<file path="src/uart_pkg.sv">
package uart_pkg;

    localparam int unsigned ADDR_W = 32;
    localparam int unsigned DATA_W = 32;

    // Offset bits inside the register window.
    localparam logic [ADDR_W-1:0] ADDR_MASK = 32'h0000_000F;

    typedef struct packed {
        logic [ADDR_W-1:0] addr;
        logic [DATA_W-1:0] wdata;
        logic              write;
    } bus_req_t;

    // Laid out in register bit order.
    typedef struct packed {
        logic [15:0] baud_div;  // Clock cycles per bit.
        logic [13:0] rsvd;
        logic        rx_en;
        logic        tx_en;
    } uart_ctrl_t;

    typedef struct packed {
        logic rx_empty;
        logic rx_full;
        logic tx_empty;
        logic tx_full;
    } uart_status_t;

    typedef enum logic [3:0] {
        REG_CTRL   = 4'h0,
        REG_STATUS = 4'h4,
        REG_RDATA  = 4'h8,
        REG_WDATA  = 4'hC
    } reg_addr_e;

    typedef enum logic [1:0] {TX_IDLE, TX_START, TX_DATA, TX_STOP} tx_state_e;
    typedef enum logic [1:0] {RX_IDLE, RX_START, RX_DATA, RX_STOP} rx_state_e;

endpackage

</file>
<file path="src/fifo.sv">
`timescale 1ns/1ps

module fifo #(
    parameter int WIDTH = 8,
    parameter int DEPTH = 32
) (
    input  logic             clk_i,
    input  logic             rstn_i,
    input  logic             push_i,
    input  logic [WIDTH-1:0] data_i,
    input  logic             pop_i,
    output logic [WIDTH-1:0] data_o,
    output logic             full_o,
    output logic             empty_o
);

    localparam int AW = $clog2(DEPTH);

    logic [WIDTH-1:0] mem [DEPTH];
    logic [AW:0]      wr_ptr_q;  // Extra bit tells full from empty.
    logic [AW:0]      rd_ptr_q;
    logic             push_ok;
    logic             pop_ok;

    assign push_ok = push_i && !full_o;
    assign pop_ok  = pop_i && !empty_o;

    assign empty_o = (wr_ptr_q == rd_ptr_q);
    assign full_o  = (wr_ptr_q[AW] != rd_ptr_q[AW]) &&
                     (wr_ptr_q[AW-1:0] == rd_ptr_q[AW-1:0]);

    // Head entry falls through.
    assign data_o = mem[rd_ptr_q[AW-1:0]];

    always_ff @(posedge clk_i) begin
        if (!rstn_i) begin
            wr_ptr_q <= '0;
            rd_ptr_q <= '0;
        end else begin
            if (push_ok) wr_ptr_q <= wr_ptr_q + 1'b1;
            if (pop_ok)  rd_ptr_q <= rd_ptr_q + 1'b1;
        end
    end

    always_ff @(posedge clk_i) begin
        if (push_ok) begin
            mem[wr_ptr_q[AW-1:0]] <= data_i;
        end
    end

endmodule

</file>
<file path="src/uart_tx.sv">
`timescale 1ns/1ps

module uart_tx (
    input  logic                 clk_i,
    input  logic                 rstn_i,
    input  uart_pkg::uart_ctrl_t ctrl_i,
    input  logic [7:0]           fifo_data_i,
    input  logic                 fifo_empty_i,
    output logic                 fifo_pop_o,
    output logic                 tx_o
);

    uart_pkg::tx_state_e state_q;
    logic [15:0]         baud_cnt_q;
    logic [2:0]          bit_idx_q;
    logic [7:0]          shift_q;
    logic                tx_q;
    logic                bit_done;
    logic                take;

    assign bit_done   = (baud_cnt_q == ctrl_i.baud_div - 16'd1);
    assign take       = (state_q == uart_pkg::TX_IDLE) && ctrl_i.tx_en && !fifo_empty_i;
    assign fifo_pop_o = take;
    assign tx_o       = tx_q;

    // ***********************************************************************
    // Frame sequencer
    // ***********************************************************************
    always_ff @(posedge clk_i) begin
        if (!rstn_i) begin
            state_q    <= uart_pkg::TX_IDLE;
            baud_cnt_q <= '0;
            bit_idx_q  <= '0;
            tx_q       <= 1'b1;  // Line idles high.
        end else begin
            baud_cnt_q <= bit_done ? 16'd0 : baud_cnt_q + 16'd1;
            case (state_q)
                uart_pkg::TX_IDLE: begin
                    baud_cnt_q <= '0;
                    if (take) begin
                        state_q <= uart_pkg::TX_START;
                        tx_q    <= 1'b0;
                    end
                end
                uart_pkg::TX_START: begin
                    if (bit_done) begin
                        state_q   <= uart_pkg::TX_DATA;
                        bit_idx_q <= '0;
                        tx_q      <= shift_q[0];
                    end
                end
                uart_pkg::TX_DATA: begin
                    if (bit_done) begin
                        bit_idx_q <= bit_idx_q + 3'd1;
                        if (bit_idx_q == 3'd7) begin
                            state_q <= uart_pkg::TX_STOP;
                            tx_q    <= 1'b1;
                        end else begin
                            tx_q <= shift_q[0];
                        end
                    end
                end
                default: begin
                    if (bit_done) state_q <= uart_pkg::TX_IDLE;
                end
            endcase
        end
    end

    // LSB first, so shift right as each bit goes out.
    always_ff @(posedge clk_i) begin
        if (take) begin
            shift_q <= fifo_data_i;
        end else if (bit_done && (state_q == uart_pkg::TX_START ||
                                  state_q == uart_pkg::TX_DATA)) begin
            shift_q <= {1'b0, shift_q[7:1]};
        end
    end

endmodule

</file>
<file path="src/uart_rx.sv">
`timescale 1ns/1ps

module uart_rx (
    input  logic                 clk_i,
    input  logic                 rstn_i,
    input  uart_pkg::uart_ctrl_t ctrl_i,
    input  logic                 rx_i,
    output logic [7:0]           rx_data_o,
    output logic                 rx_valid_o
);

    uart_pkg::rx_state_e state_q;
    logic        rx_s1_q;
    logic        rx_s2_q;
    logic        rx_d_q;  // Previous synchronized level.
    logic [15:0] baud_cnt_q;
    logic [2:0]  bit_idx_q;
    logic [7:0]  shift_q;
    logic        valid_q;
    logic        fall;
    logic        bit_done;
    logic        half_done;

    assign fall      = rx_d_q && !rx_s2_q;
    assign bit_done  = (baud_cnt_q == ctrl_i.baud_div - 16'd1);
    assign half_done = (baud_cnt_q == {1'b0, ctrl_i.baud_div[15:1]} - 16'd1);

    assign rx_data_o  = shift_q;
    assign rx_valid_o = valid_q;

    always_ff @(posedge clk_i) begin
        if (!rstn_i) begin
            rx_s1_q <= 1'b1;
            rx_s2_q <= 1'b1;
            rx_d_q  <= 1'b1;
        end else begin
            rx_s1_q <= rx_i;
            rx_s2_q <= rx_s1_q;
            rx_d_q  <= rx_s2_q;
        end
    end

    // ***********************************************************************
    // Bit-centre sampler
    // ***********************************************************************
    always_ff @(posedge clk_i) begin
        if (!rstn_i) begin
            state_q    <= uart_pkg::RX_IDLE;
            baud_cnt_q <= '0;
            bit_idx_q  <= '0;
            valid_q    <= 1'b0;
        end else begin
            valid_q    <= 1'b0;
            baud_cnt_q <= baud_cnt_q + 16'd1;
            case (state_q)
                uart_pkg::RX_IDLE: begin
                    baud_cnt_q <= '0;
                    if (fall) state_q <= uart_pkg::RX_START;
                end
                uart_pkg::RX_START: begin
                    if (half_done) begin
                        baud_cnt_q <= '0;
                        bit_idx_q  <= '0;
                        // Glitch if the line is back high at mid start bit.
                        state_q <= rx_s2_q ? uart_pkg::RX_IDLE : uart_pkg::RX_DATA;
                    end
                end
                uart_pkg::RX_DATA: begin
                    if (bit_done) begin
                        baud_cnt_q <= '0;
                        bit_idx_q  <= bit_idx_q + 3'd1;
                        if (bit_idx_q == 3'd7) state_q <= uart_pkg::RX_STOP;
                    end
                end
                default: begin
                    if (bit_done) begin
                        state_q <= uart_pkg::RX_IDLE;
                        valid_q <= rx_s2_q && ctrl_i.rx_en;  // Good stop bit only.
                    end
                end
            endcase
        end
    end

    always_ff @(posedge clk_i) begin
        if (state_q == uart_pkg::RX_DATA && bit_done) begin
            shift_q <= {rx_s2_q, shift_q[7:1]};
        end
    end

endmodule

</file>
<file path="src/uart_regs.sv">
`timescale 1ns/1ps

module uart_regs #(
    parameter logic [31:0] BASE_ADDR = 32'h2000_0000
) (
    input  logic                 clk_i,
    input  logic                 rstn_i,

    input  logic                 req_valid_i,
    input  uart_pkg::bus_req_t   req_i,
    output logic                 req_ready_o,

    output logic                 resp_valid_o,
    output logic [31:0]          resp_data_o,
    input  logic                 resp_ready_i,

    output uart_pkg::uart_ctrl_t ctrl_o,

    output logic                 txf_push_o,
    output logic [7:0]           txf_data_o,
    input  logic                 txf_full_i,
    input  logic                 txf_empty_i,

    output logic                 rxf_pop_o,
    input  logic [7:0]           rxf_data_i,
    input  logic                 rxf_full_i,
    input  logic                 rxf_empty_i
);

    uart_pkg::uart_ctrl_t   ctrl_q;
    uart_pkg::uart_status_t status;
    uart_pkg::reg_addr_e    offset;
    logic                   accept;
    logic                   hit;
    logic                   ctrl_we;
    logic [31:0]            resp_d;
    logic                   resp_valid_q;
    logic [31:0]            resp_data_q;

    assign accept = req_valid_i && req_ready_o;
    assign hit    = ((req_i.addr & ~uart_pkg::ADDR_MASK) == BASE_ADDR);
    assign offset = uart_pkg::reg_addr_e'(req_i.addr[3:0]);

    assign status.rx_empty = rxf_empty_i;
    assign status.rx_full  = rxf_full_i;
    assign status.tx_empty = txf_empty_i;
    assign status.tx_full  = txf_full_i;

    // ***********************************************************************
    // Decode and side effects of an accepted request
    // ***********************************************************************
    always_comb begin
        resp_d     = '0;
        ctrl_we    = 1'b0;
        txf_push_o = 1'b0;
        rxf_pop_o  = 1'b0;
        if (accept && hit) begin
            case (offset)
                uart_pkg::REG_CTRL: begin
                    if (req_i.write) ctrl_we = 1'b1;
                    else             resp_d  = ctrl_q;
                end
                uart_pkg::REG_STATUS: begin
                    if (!req_i.write) resp_d = {28'd0, status};
                end
                uart_pkg::REG_RDATA: begin
                    if (!req_i.write && !rxf_empty_i) begin
                        rxf_pop_o = 1'b1;
                        resp_d    = {24'd0, rxf_data_i};
                    end
                end
                uart_pkg::REG_WDATA: begin
                    txf_push_o = req_i.write && !txf_full_i;  // Full drops the byte.
                end
                default: ;
            endcase
        end
    end

    assign txf_data_o = req_i.wdata[7:0];

    always_ff @(posedge clk_i) begin
        if (!rstn_i) begin
            ctrl_q       <= '0;
            resp_valid_q <= 1'b0;
        end else begin
            if (ctrl_we) ctrl_q <= uart_pkg::uart_ctrl_t'(req_i.wdata);
            if (accept)            resp_valid_q <= 1'b1;
            else if (resp_ready_i) resp_valid_q <= 1'b0;
        end
    end

    always_ff @(posedge clk_i) begin
        if (accept) resp_data_q <= resp_d;
    end

    // One request in flight at a time.
    assign req_ready_o  = !resp_valid_q;
    assign resp_valid_o = resp_valid_q;
    assign resp_data_o  = resp_data_q;
    assign ctrl_o       = ctrl_q;

endmodule

</file>
<file path="src/uart_top.sv">
`timescale 1ns/1ps

module uart_top #(
    parameter logic [31:0] BASE_ADDR  = 32'h2000_0000,
    parameter int          FIFO_DEPTH = 32
) (
    input  logic               clk_i,
    input  logic               rstn_i,

    input  logic               req_valid_i,
    input  uart_pkg::bus_req_t req_i,
    output logic               req_ready_o,

    output logic               resp_valid_o,
    output logic [31:0]        resp_data_o,
    input  logic               resp_ready_i,

    input  logic               rx_i,
    output logic               tx_o
);

    uart_pkg::uart_ctrl_t ctrl;

    // Transmit FIFO.
    logic       txf_push;
    logic [7:0] txf_wdata;
    logic       txf_pop;
    logic [7:0] txf_rdata;
    logic       txf_full;
    logic       txf_empty;

    // Receive FIFO.
    logic       rxf_pop;
    logic [7:0] rxf_rdata;
    logic       rxf_full;
    logic       rxf_empty;
    logic [7:0] rx_data;
    logic       rx_valid;

    uart_regs #(
        .BASE_ADDR (BASE_ADDR)
    ) u_regs (
        .clk_i        (clk_i),
        .rstn_i       (rstn_i),
        .req_valid_i  (req_valid_i),
        .req_i        (req_i),
        .req_ready_o  (req_ready_o),
        .resp_valid_o (resp_valid_o),
        .resp_data_o  (resp_data_o),
        .resp_ready_i (resp_ready_i),
        .ctrl_o       (ctrl),
        .txf_push_o   (txf_push),
        .txf_data_o   (txf_wdata),
        .txf_full_i   (txf_full),
        .txf_empty_i  (txf_empty),
        .rxf_pop_o    (rxf_pop),
        .rxf_data_i   (rxf_rdata),
        .rxf_full_i   (rxf_full),
        .rxf_empty_i  (rxf_empty)
    );

    fifo #(.WIDTH(8), .DEPTH(FIFO_DEPTH)) u_tx_fifo (
        .clk_i   (clk_i),
        .rstn_i  (rstn_i),
        .push_i  (txf_push),
        .data_i  (txf_wdata),
        .pop_i   (txf_pop),
        .data_o  (txf_rdata),
        .full_o  (txf_full),
        .empty_o (txf_empty)
    );

    // A byte that finds the FIFO full is lost.
    fifo #(.WIDTH(8), .DEPTH(FIFO_DEPTH)) u_rx_fifo (
        .clk_i   (clk_i),
        .rstn_i  (rstn_i),
        .push_i  (rx_valid && !rxf_full),
        .data_i  (rx_data),
        .pop_i   (rxf_pop),
        .data_o  (rxf_rdata),
        .full_o  (rxf_full),
        .empty_o (rxf_empty)
    );

    uart_tx u_tx (
        .clk_i        (clk_i),
        .rstn_i       (rstn_i),
        .ctrl_i       (ctrl),
        .fifo_data_i  (txf_rdata),
        .fifo_empty_i (txf_empty),
        .fifo_pop_o   (txf_pop),
        .tx_o         (tx_o)
    );

    uart_rx u_rx (
        .clk_i      (clk_i),
        .rstn_i     (rstn_i),
        .ctrl_i     (ctrl),
        .rx_i       (rx_i),
        .rx_data_o  (rx_data),
        .rx_valid_o (rx_valid)
    );

endmodule

</file>
<file path="config.mk">
export PLATFORM = sky130hd
export DESIGN_NAME = uart_top
export DESIGN_NICKNAME = d
export VERILOG_FILES = /design/src/uart_pkg.sv /design/src/fifo.sv /design/src/uart_tx.sv /design/src/uart_rx.sv /design/src/uart_regs.sv /design/src/uart_top.sv
export SDC_FILE = /design/constraint.sdc
export NUM_CORES = 1
export LEC_CHECK = 0
export BUFFER_PORTS_ARGS = -buffer_cell sky130_fd_sc_hd__buf_2
export CAP_MARGIN = 5
export CORE_MARGIN = 2
export CORE_UTILIZATION = 51
export DETAILED_ROUTE_END_ITERATION = 8
export PLACE_DENSITY = 0.66
export SYNTH_ARGS = -nofsm -noshare
export SYNTH_HDL_FRONTEND = slang
export SYNTH_SLANG_ARGS = --single-unit
</file>
<file path="constraint.sdc">
create_clock -name clk_i -period 15.13 [get_ports clk_i]
set_clock_uncertainty 0.15 [all_clocks]
set_input_delay 1.513 -clock clk_i [delete_from_list [all_inputs] [get_ports clk_i]]
set_output_delay 1.513 -clock clk_i [all_outputs]
set_load 0.02 [all_outputs]
</file>
==> results.py, run 1 <==
metrics = {
    "global_route": {
        "gr-usage-met3_pct": 4.36,
        "grt_max_degree": 81,
        "gr-total-overflow": 0,
        "grt_pass1_vias": 15500,
        "gr-usage-all-layers_pct": 23.1,
        "use_met1_pct": 32.1,
        "grt.busiest_layer": "met2",
        "grt_antenna_before_repair": 0,
        "grt.met2_usage_pct": 37.2,
        "grt_pass1_wl_mm": 96.8,
    },
    "die": {
        "ioPinCount": 105,
        "fp-row-count": 85,
        "dieArea_um2": 56900,
        "die_w_um": 239,
        "die_h_um": 239,
        "core_area_um2": 54100,
        "start_util_pct": 51.8,
    },
    "worst_setup_path": {
        "critPathKind": "input port to flip-flop",
        "required_ps": 15230,
        "crit_path_start_kind": "input port",
        "arrival_ps": 4840,
        "crit_path_max_fanout": 33,
        "end_kind": "flip-flop",
    },
    "detailed_routing": {
        "wirelength_mm": 64.5,
        "dr.first_iter.drc_count": 1461,
        "ant_nets": 0,
        "wl_per_cell_um": 25.1,
        "first_pass_iters": 5,
        "drc_errors": 0,
        "viasPerCell": 6.05,
        "vias": 15600,
    },
    "timing": {
        "rsz0062_at_grt": "false",
        "slew_headroom_pct": 15.9,
        "setup_violations": 0,
        "finalCritPeriodShare_pct": 31.4,
        "finalHoldViolations": 0,
        "post-route-min-period_ps": 4750,
        "worst_slew_pin_slew_ps": 1260,
        "final_max_slew_viol_count": 0,
        "fin_setup_tns_ps": 0,
        "timing.fmax_ghz": 0.211,
    },
    "run": {
        "drv_cap": 0,
    },
    "pwr": {
        "finalPower_mw": 3.83,
        "power_density_nw_per_um2": 122,
        "ir_worst_vdd_v": 0.000106,
        "leakage_nw": 10.1,
    },
    "clock_network": {
        "clk_path_buf_depth": 3,
        "cts_setup_buffers": 0,
        "cts_tree": "built",
        "cts_buffers": 71,
        "clk_latency_ps": 650,
        "cts_resized": 0,
        "clk_pin_slew_ps": 60,
        "cts-root-buf": "clkbuf_16",
        "ctsHtreeMaxLevel": 3,
        "cts_sinks": 674,
        "holdBufCountCts": 0,
    },
    "yosys": {
        "ys.flop_type": "edfxtp_1",
        "muxShareOfSynthArea_pct": 13.7,
        "async_reset_ff_share_pct": 0,
        "synth_compound_gate_area_share_pct": 3.09,
        "syn_area_um2": 28100,
        "synth_cell_types": 74,
        "syn_inst": 1738,
        "syn_area_per_cell_um2": 16.1,
        "synth-simple-area-share_pct": 8.75,
        "synth_xor_area_share_pct": 3.48,
        "synth_fa_ha_area_share_pct": 0.981,
        "ys_seq_elements": 674,
        "synth.net_count": 1830,
        "ys_seq_area_share_pct": 68.1,
        "synth_edf_count": 560,
        "ys_warn_count": 0,
        "synth_top_family_by_area": "multiplexers",
    },
    "layout": {
        "layout-drive-gt1-share_pct": 22.3,
        "multi_input_area_um2": 8450,
        "n_fill_cell": 4064,
        "final_nets": 1915,
        "antenna_cells": 0,
        "final-seq-area_um2": 19100,
        "area_growth_pct": 12.4,
    },
    "place": {
        "portBuffers": 104,
        "place_congestion": 0.857,
        "dp_hpwl_mm": 40.7,
    },
    "run_status": {
        "status": "finished clean",
    },
    "hold_path": {
        "hold_class": "flip-flop to flip-flop",
    },
}
[critical path, stage by stage]
cell and delay [ps]:
buf_2 90, nor2b_4 130, buf_4 400, nand4_1 140, nor2_1 130, buf_4 240, nand3_1 160, nor3_2 530
nand2_1 510, nor3_1 950
[final cells by class]
class | count | area share, %
clock buffers | 85 | 5.93
clock inverters | 42 | 1.70
inverters | 23 | 0.274
multi-input cells | 937 | 26.8
flip-flops and latches | 674 | 60.6
well taps | 696 | 2.76
repair buffers | 116 | 1.94
[cell usage in the layout, fill, tap and decap left out, types with 24 or more instances in the layout]
| cell type | netlist | final |
|---|---|---|
| nor3_1 | 31 | 30 |
| edfxtp_1 | 560 | 560 |
| a21oi_1 | 57 | 57 |
| mux4_2 | 160 | 160 |
| nor2_1 | 149 | 149 |
| mux2i_1 | 24 | 24 |
| dfxtp_1 | 114 | 110 |
| nand3_1 | 43 | 43 |
| xor2_1 | 46 | 46 |
| nand2_1 | 124 | 124 |
| buf_2 | 13 | 104 |
| xnor2_1 | 63 | 63 |
| and3_1 | 37 | 37 |
| clkbuf_16 | 0 | 71 |
[where the power goes]
group	total [mW]	leakage, nW	switching, mW	internal [mW]
registers	2.01	5.97	0.00508	2.00
logic	0.0674	2.97	0.0487	0.0188
clock network	1.76	1.16	0.740	1.02
[sequential cells by signal, indices dropped and copies added (netlist names), 2 cells and up, named ones only]
register and flops:
u_regs.ctrl_o 32, u_regs.resp_data_o 32, u_rx.baud_cnt_q 16, u_rx.bit_idx_q 3
u_rx.rx_data_o 8, u_rx.state_q 2, u_rx_fifo.mem 256, u_rx_fifo.rd_ptr_q 6
u_rx_fifo.wr_ptr_q 6, u_tx.baud_cnt_q 16, u_tx.bit_idx_q 3, u_tx.shift_q 8
u_tx.state_q 2, u_tx_fifo.mem 256, u_tx_fifo.rd_ptr_q 6, u_tx_fifo.wr_ptr_q 6
[final timing paths]
path                                        start                   end  slack (ps)  depth (start not counted)
worst min register to register  u_regs.ctrl_o[11]     u_regs.ctrl_o[11]         300                          2
worst max-delay path                  req_valid_i  u_tx_fifo.mem[27][2]       10380                         10
worst max register to register  u_regs.ctrl_o[18]     u_rx.rx_data_o[7]       10710                          9
worst min-delay path            u_regs.ctrl_o[11]     u_regs.ctrl_o[11]         300                          2
[Yosys cell counts, types with 15 or more instances]
cell	number	area, um2
clkbuf_1	69	259
xnor2_1	63	552
ha_1	22	275
mux4_2	160	3600
nand4_1	15	93.8
edfxtp_1	560	16800
nand2_1	124	465
xor2_1	46	403
a21oi_1	57	285
nor4_1	15	93.8
inv_1	22	82.6
nor2_1	149	559
nor3_1	31	155
and3_1	37	231
buf_1	15	56.3
o21ai_0	18	90.1
nand3_1	43	215
dfxtp_1	114	2280
mux2i_1	24	240
[routing by layer]
metal	up-vias	part of all wire [%]
met2	579	49
met5	-	0
li1	6887	-
met3	98	6.9
met1	8006	42
met4	0	2.3
[cells by family (layout without fill, tap and decap cells)]
| family | after synthesis | after routing |
|---|---|---|
| xor gates and xnor gates | 110 | 110 |
| DFF | 674 | 674 |
| adders and majority gates | 22 | 22 |
| and+or+nand+nor | 491 | 491 |
| AOI/OAI and AO/OA | 129 | 129 |
| buffers and inverters | 127 | 266 |
| muxes | 185 | 185 |
[per-stage QoR]
step | instances | instance area, um2 | utilization, % | hold WS (ps) | worst slack [ps]
finish | 2573 | 31500 | 58.2 | 302 | 10380
global route | 2573 | 31500 | 58.2 | 335 | 10080
CTS | 2573 | 31500 | 58.2 | 304 | 10360
detailed placement | 2446 | 29100 | 53.8 | 295 | 9670
global placement | 2446 | 29100 | 53.8 | 292 | 9810
floorplan | 1738 | 28100 | - | 236 | 9240
Power figures use the tool's default switching activity.
==> run 2: changes to the inputs <==
Settings changed: PLACE_DENSITY 0.66 to 0.68.
Clock period 15.13 ns to 3.9 ns, I/O delays scaled along.
==> results.py, run 2 (synthesis gave the netlist of run 1 again) <==
metrics = {
    "run_status": {
        "status": "finished clean",
    },
    "detailed_routing": {
        "first_pass_iters": 7,
        "drc_errors": 0,
        "wl_per_cell_um": 23.8,
        "viasPerCell": 5.92,
        "dr.first_iter.drc_count": 1438,
        "ant_nets": 0,
        "wirelength_mm": 63.3,
        "vias": 15700,
    },
    "die": {
        "die_h_um": 239,
        "fp-row-count": 85,
        "die_w_um": 239,
        "core_area_um2": 54100,
        "ioPinCount": 105,
        "dieArea_um2": 56900,
        "start_util_pct": 51.8,
    },
    "layout": {
        "final_nets": 1993,
        "multi_input_area_um2": 8460,
        "n_fill_cell": 3993,
        "layout_commonest_cell": "edfxtp_1",
        "layout_common_cells": "edfxtp_1, mux4_2, nor2_1",
        "layout-drive-gt1-share_pct": 23.8,
        "area_growth_pct": 14.4,
        "final-seq-area_um2": 19100,
    },
    "global_route": {
        "gr-usage-all-layers_pct": 22.5,
        "grt_pass1_vias": 15700,
        "grt_pass1_wl_mm": 95.8,
        "grt_antenna_before_repair": 1,
        "grt_max_degree": 65,
        "gr-total-overflow": 0,
    },
    "timing": {
        "finalHoldViolations": 0,
        "worst_slew_pin_slew_ps": 1200,
        "setup_violations": 0,
        "slew_headroom_pct": 20.0,
        "final_max_slew_viol_count": 0,
        "post-route-min-period_ps": 3570,
        "rsz0062_at_grt": "false",
        "timing.fmax_ghz": 0.280,
        "fin_setup_tns_ps": 0,
        "finalCritPeriodShare_pct": 91.6,
    },
    "clock_network": {
        "cts_sinks": 674,
        "clk_latency_ps": 620,
        "cts_buffers": 70,
        "cts-root-buf": "clkbuf_16",
        "cts_setup_buffers": 0,
        "clk_path_buf_depth": 3,
        "ctsHtreeMaxLevel": 3,
        "cts_tree": "built",
        "clk_pin_slew_ps": 60,
    },
    "worst_setup_path": {
        "critPathKind": "flip-flop to flip-flop",
        "crit_path_max_fanout": 16,
        "reg2reg_depth": 10,
        "required_ps": 4230,
        "end_kind": "flip-flop",
        "arrival_ps": 3900,
        "crit_path_start_kind": "flip-flop",
    },
    "pwr": {
        "ir_worst_vdd_v": 0.000405,
        "leakage_nw": 10.5,
        "finalPower_mw": 14.6,
        "power_density_nw_per_um2": 454,
    },
    "place": {
        "portBuffers": 104,
        "dp_hpwl_mm": 40.6,
        "place_congestion": 0.884,
    },
    "hold_path": {
        "holdPathStages": 2,
        "hold_class": "input port to flip-flop",
    },
    "run": {
        "drv_cap": 0,
    },
}
[run 2: cell types whose count changed in the layout (fill, tap and decap cells not counted), moves of 2 or more]
| cell | change |
|---|---|
| clkinvlp_4 | -3 |
| clkinv_16 | -2 |
| dlygate4sd3_1 | +27 |
| bufinv_16 | -3 |
| buf_4 | +48 |
| clkinv_2 | +5 |
| clkbuf_1 | +7 |
| buf_12 | +4 |
[run 2: path summary, 6_finish.rpt]
kind	from	end	slack (ps)
worst max register to register	u_regs.ctrl_o[17]	u_tx.baud_cnt_q[3]	330
worst min register to register	u_regs.ctrl_o[10]	u_regs.ctrl_o[10]	300
worst min-delay path	rstn_i	u_rx.rx_d_q	30
worst max-delay path	u_regs.ctrl_o[17]	u_tx.baud_cnt_q[3]	330
[run 2: per-stage QoR]
stage / worst slack [ps] / area [um2] / utilization, % / instances / hold slack, ps
3_3_place_gp: 296 / 29600 / 54.6 / 2498 / 288
4_1_cts: 174 / 32100 / 59.3 / 2655 / 2.67
2_1_floorplan: 98.1 / 28100 / - / 1738 / 236
6_report: 328 / 32100 / 59.3 / 2656 / 33.5
3_5_place_dp: 179 / 29600 / 54.6 / 2498 / 293
5_1_grt: 60.0 / 32100 / 59.3 / 2656 / 22.0
[run 2: critical path, cell delays in order (launching register included)]
cell and delay, ps:
dfxtp_1 370, inv_1 110, ha_1 330, nor3b_4 440
nand3_1 240, xor2_1 180, o22ai_1 90, or4b_1 660
nor2_4 270, or3_1 500, nor2_1 110
[run 2: area by class of cell]
class                      instances  share of cell area [%]
multi-input combinational        937                    26.3
tap                              696                    2.71
clock inverter                    40                    1.26
sequential                       674                    59.5
inverter                          23                   0.269
timing repair buffer             195                    4.11
clock buffer                      90                    5.78
antenna                            1                 0.00779
[run 2: routing by layer]
| metal | global-route usage (%) | vias to the layer above | share of wire [%] |
|---|---|---|---|
| li1 | - | 7038 | - |
| met1 | 31.9 | 8121 | 43 |
| met2 | 36.8 | 475 | 49 |
| met3 | 3.80 | 95 | 5.8 |
| met4 | 5.53 | 0 | 1.9 |
| met5 | 0 | - | 0 |
[run 2: power breakdown]
group          switching [mW]  leakage, nW  internal [mW]
registers              0.0207         5.97           7.76
clock network            2.82         1.11           3.69
logic                   0.193         3.38         0.0919
total                    3.04         10.5           11.5
[run 2: timing repair]
action	4_1_cts	5_1_grt
setup endpoints to repair	0	24
hold buffers	27	0
gates resized for setup	0	2
endpoints found under the hold margin	26	0
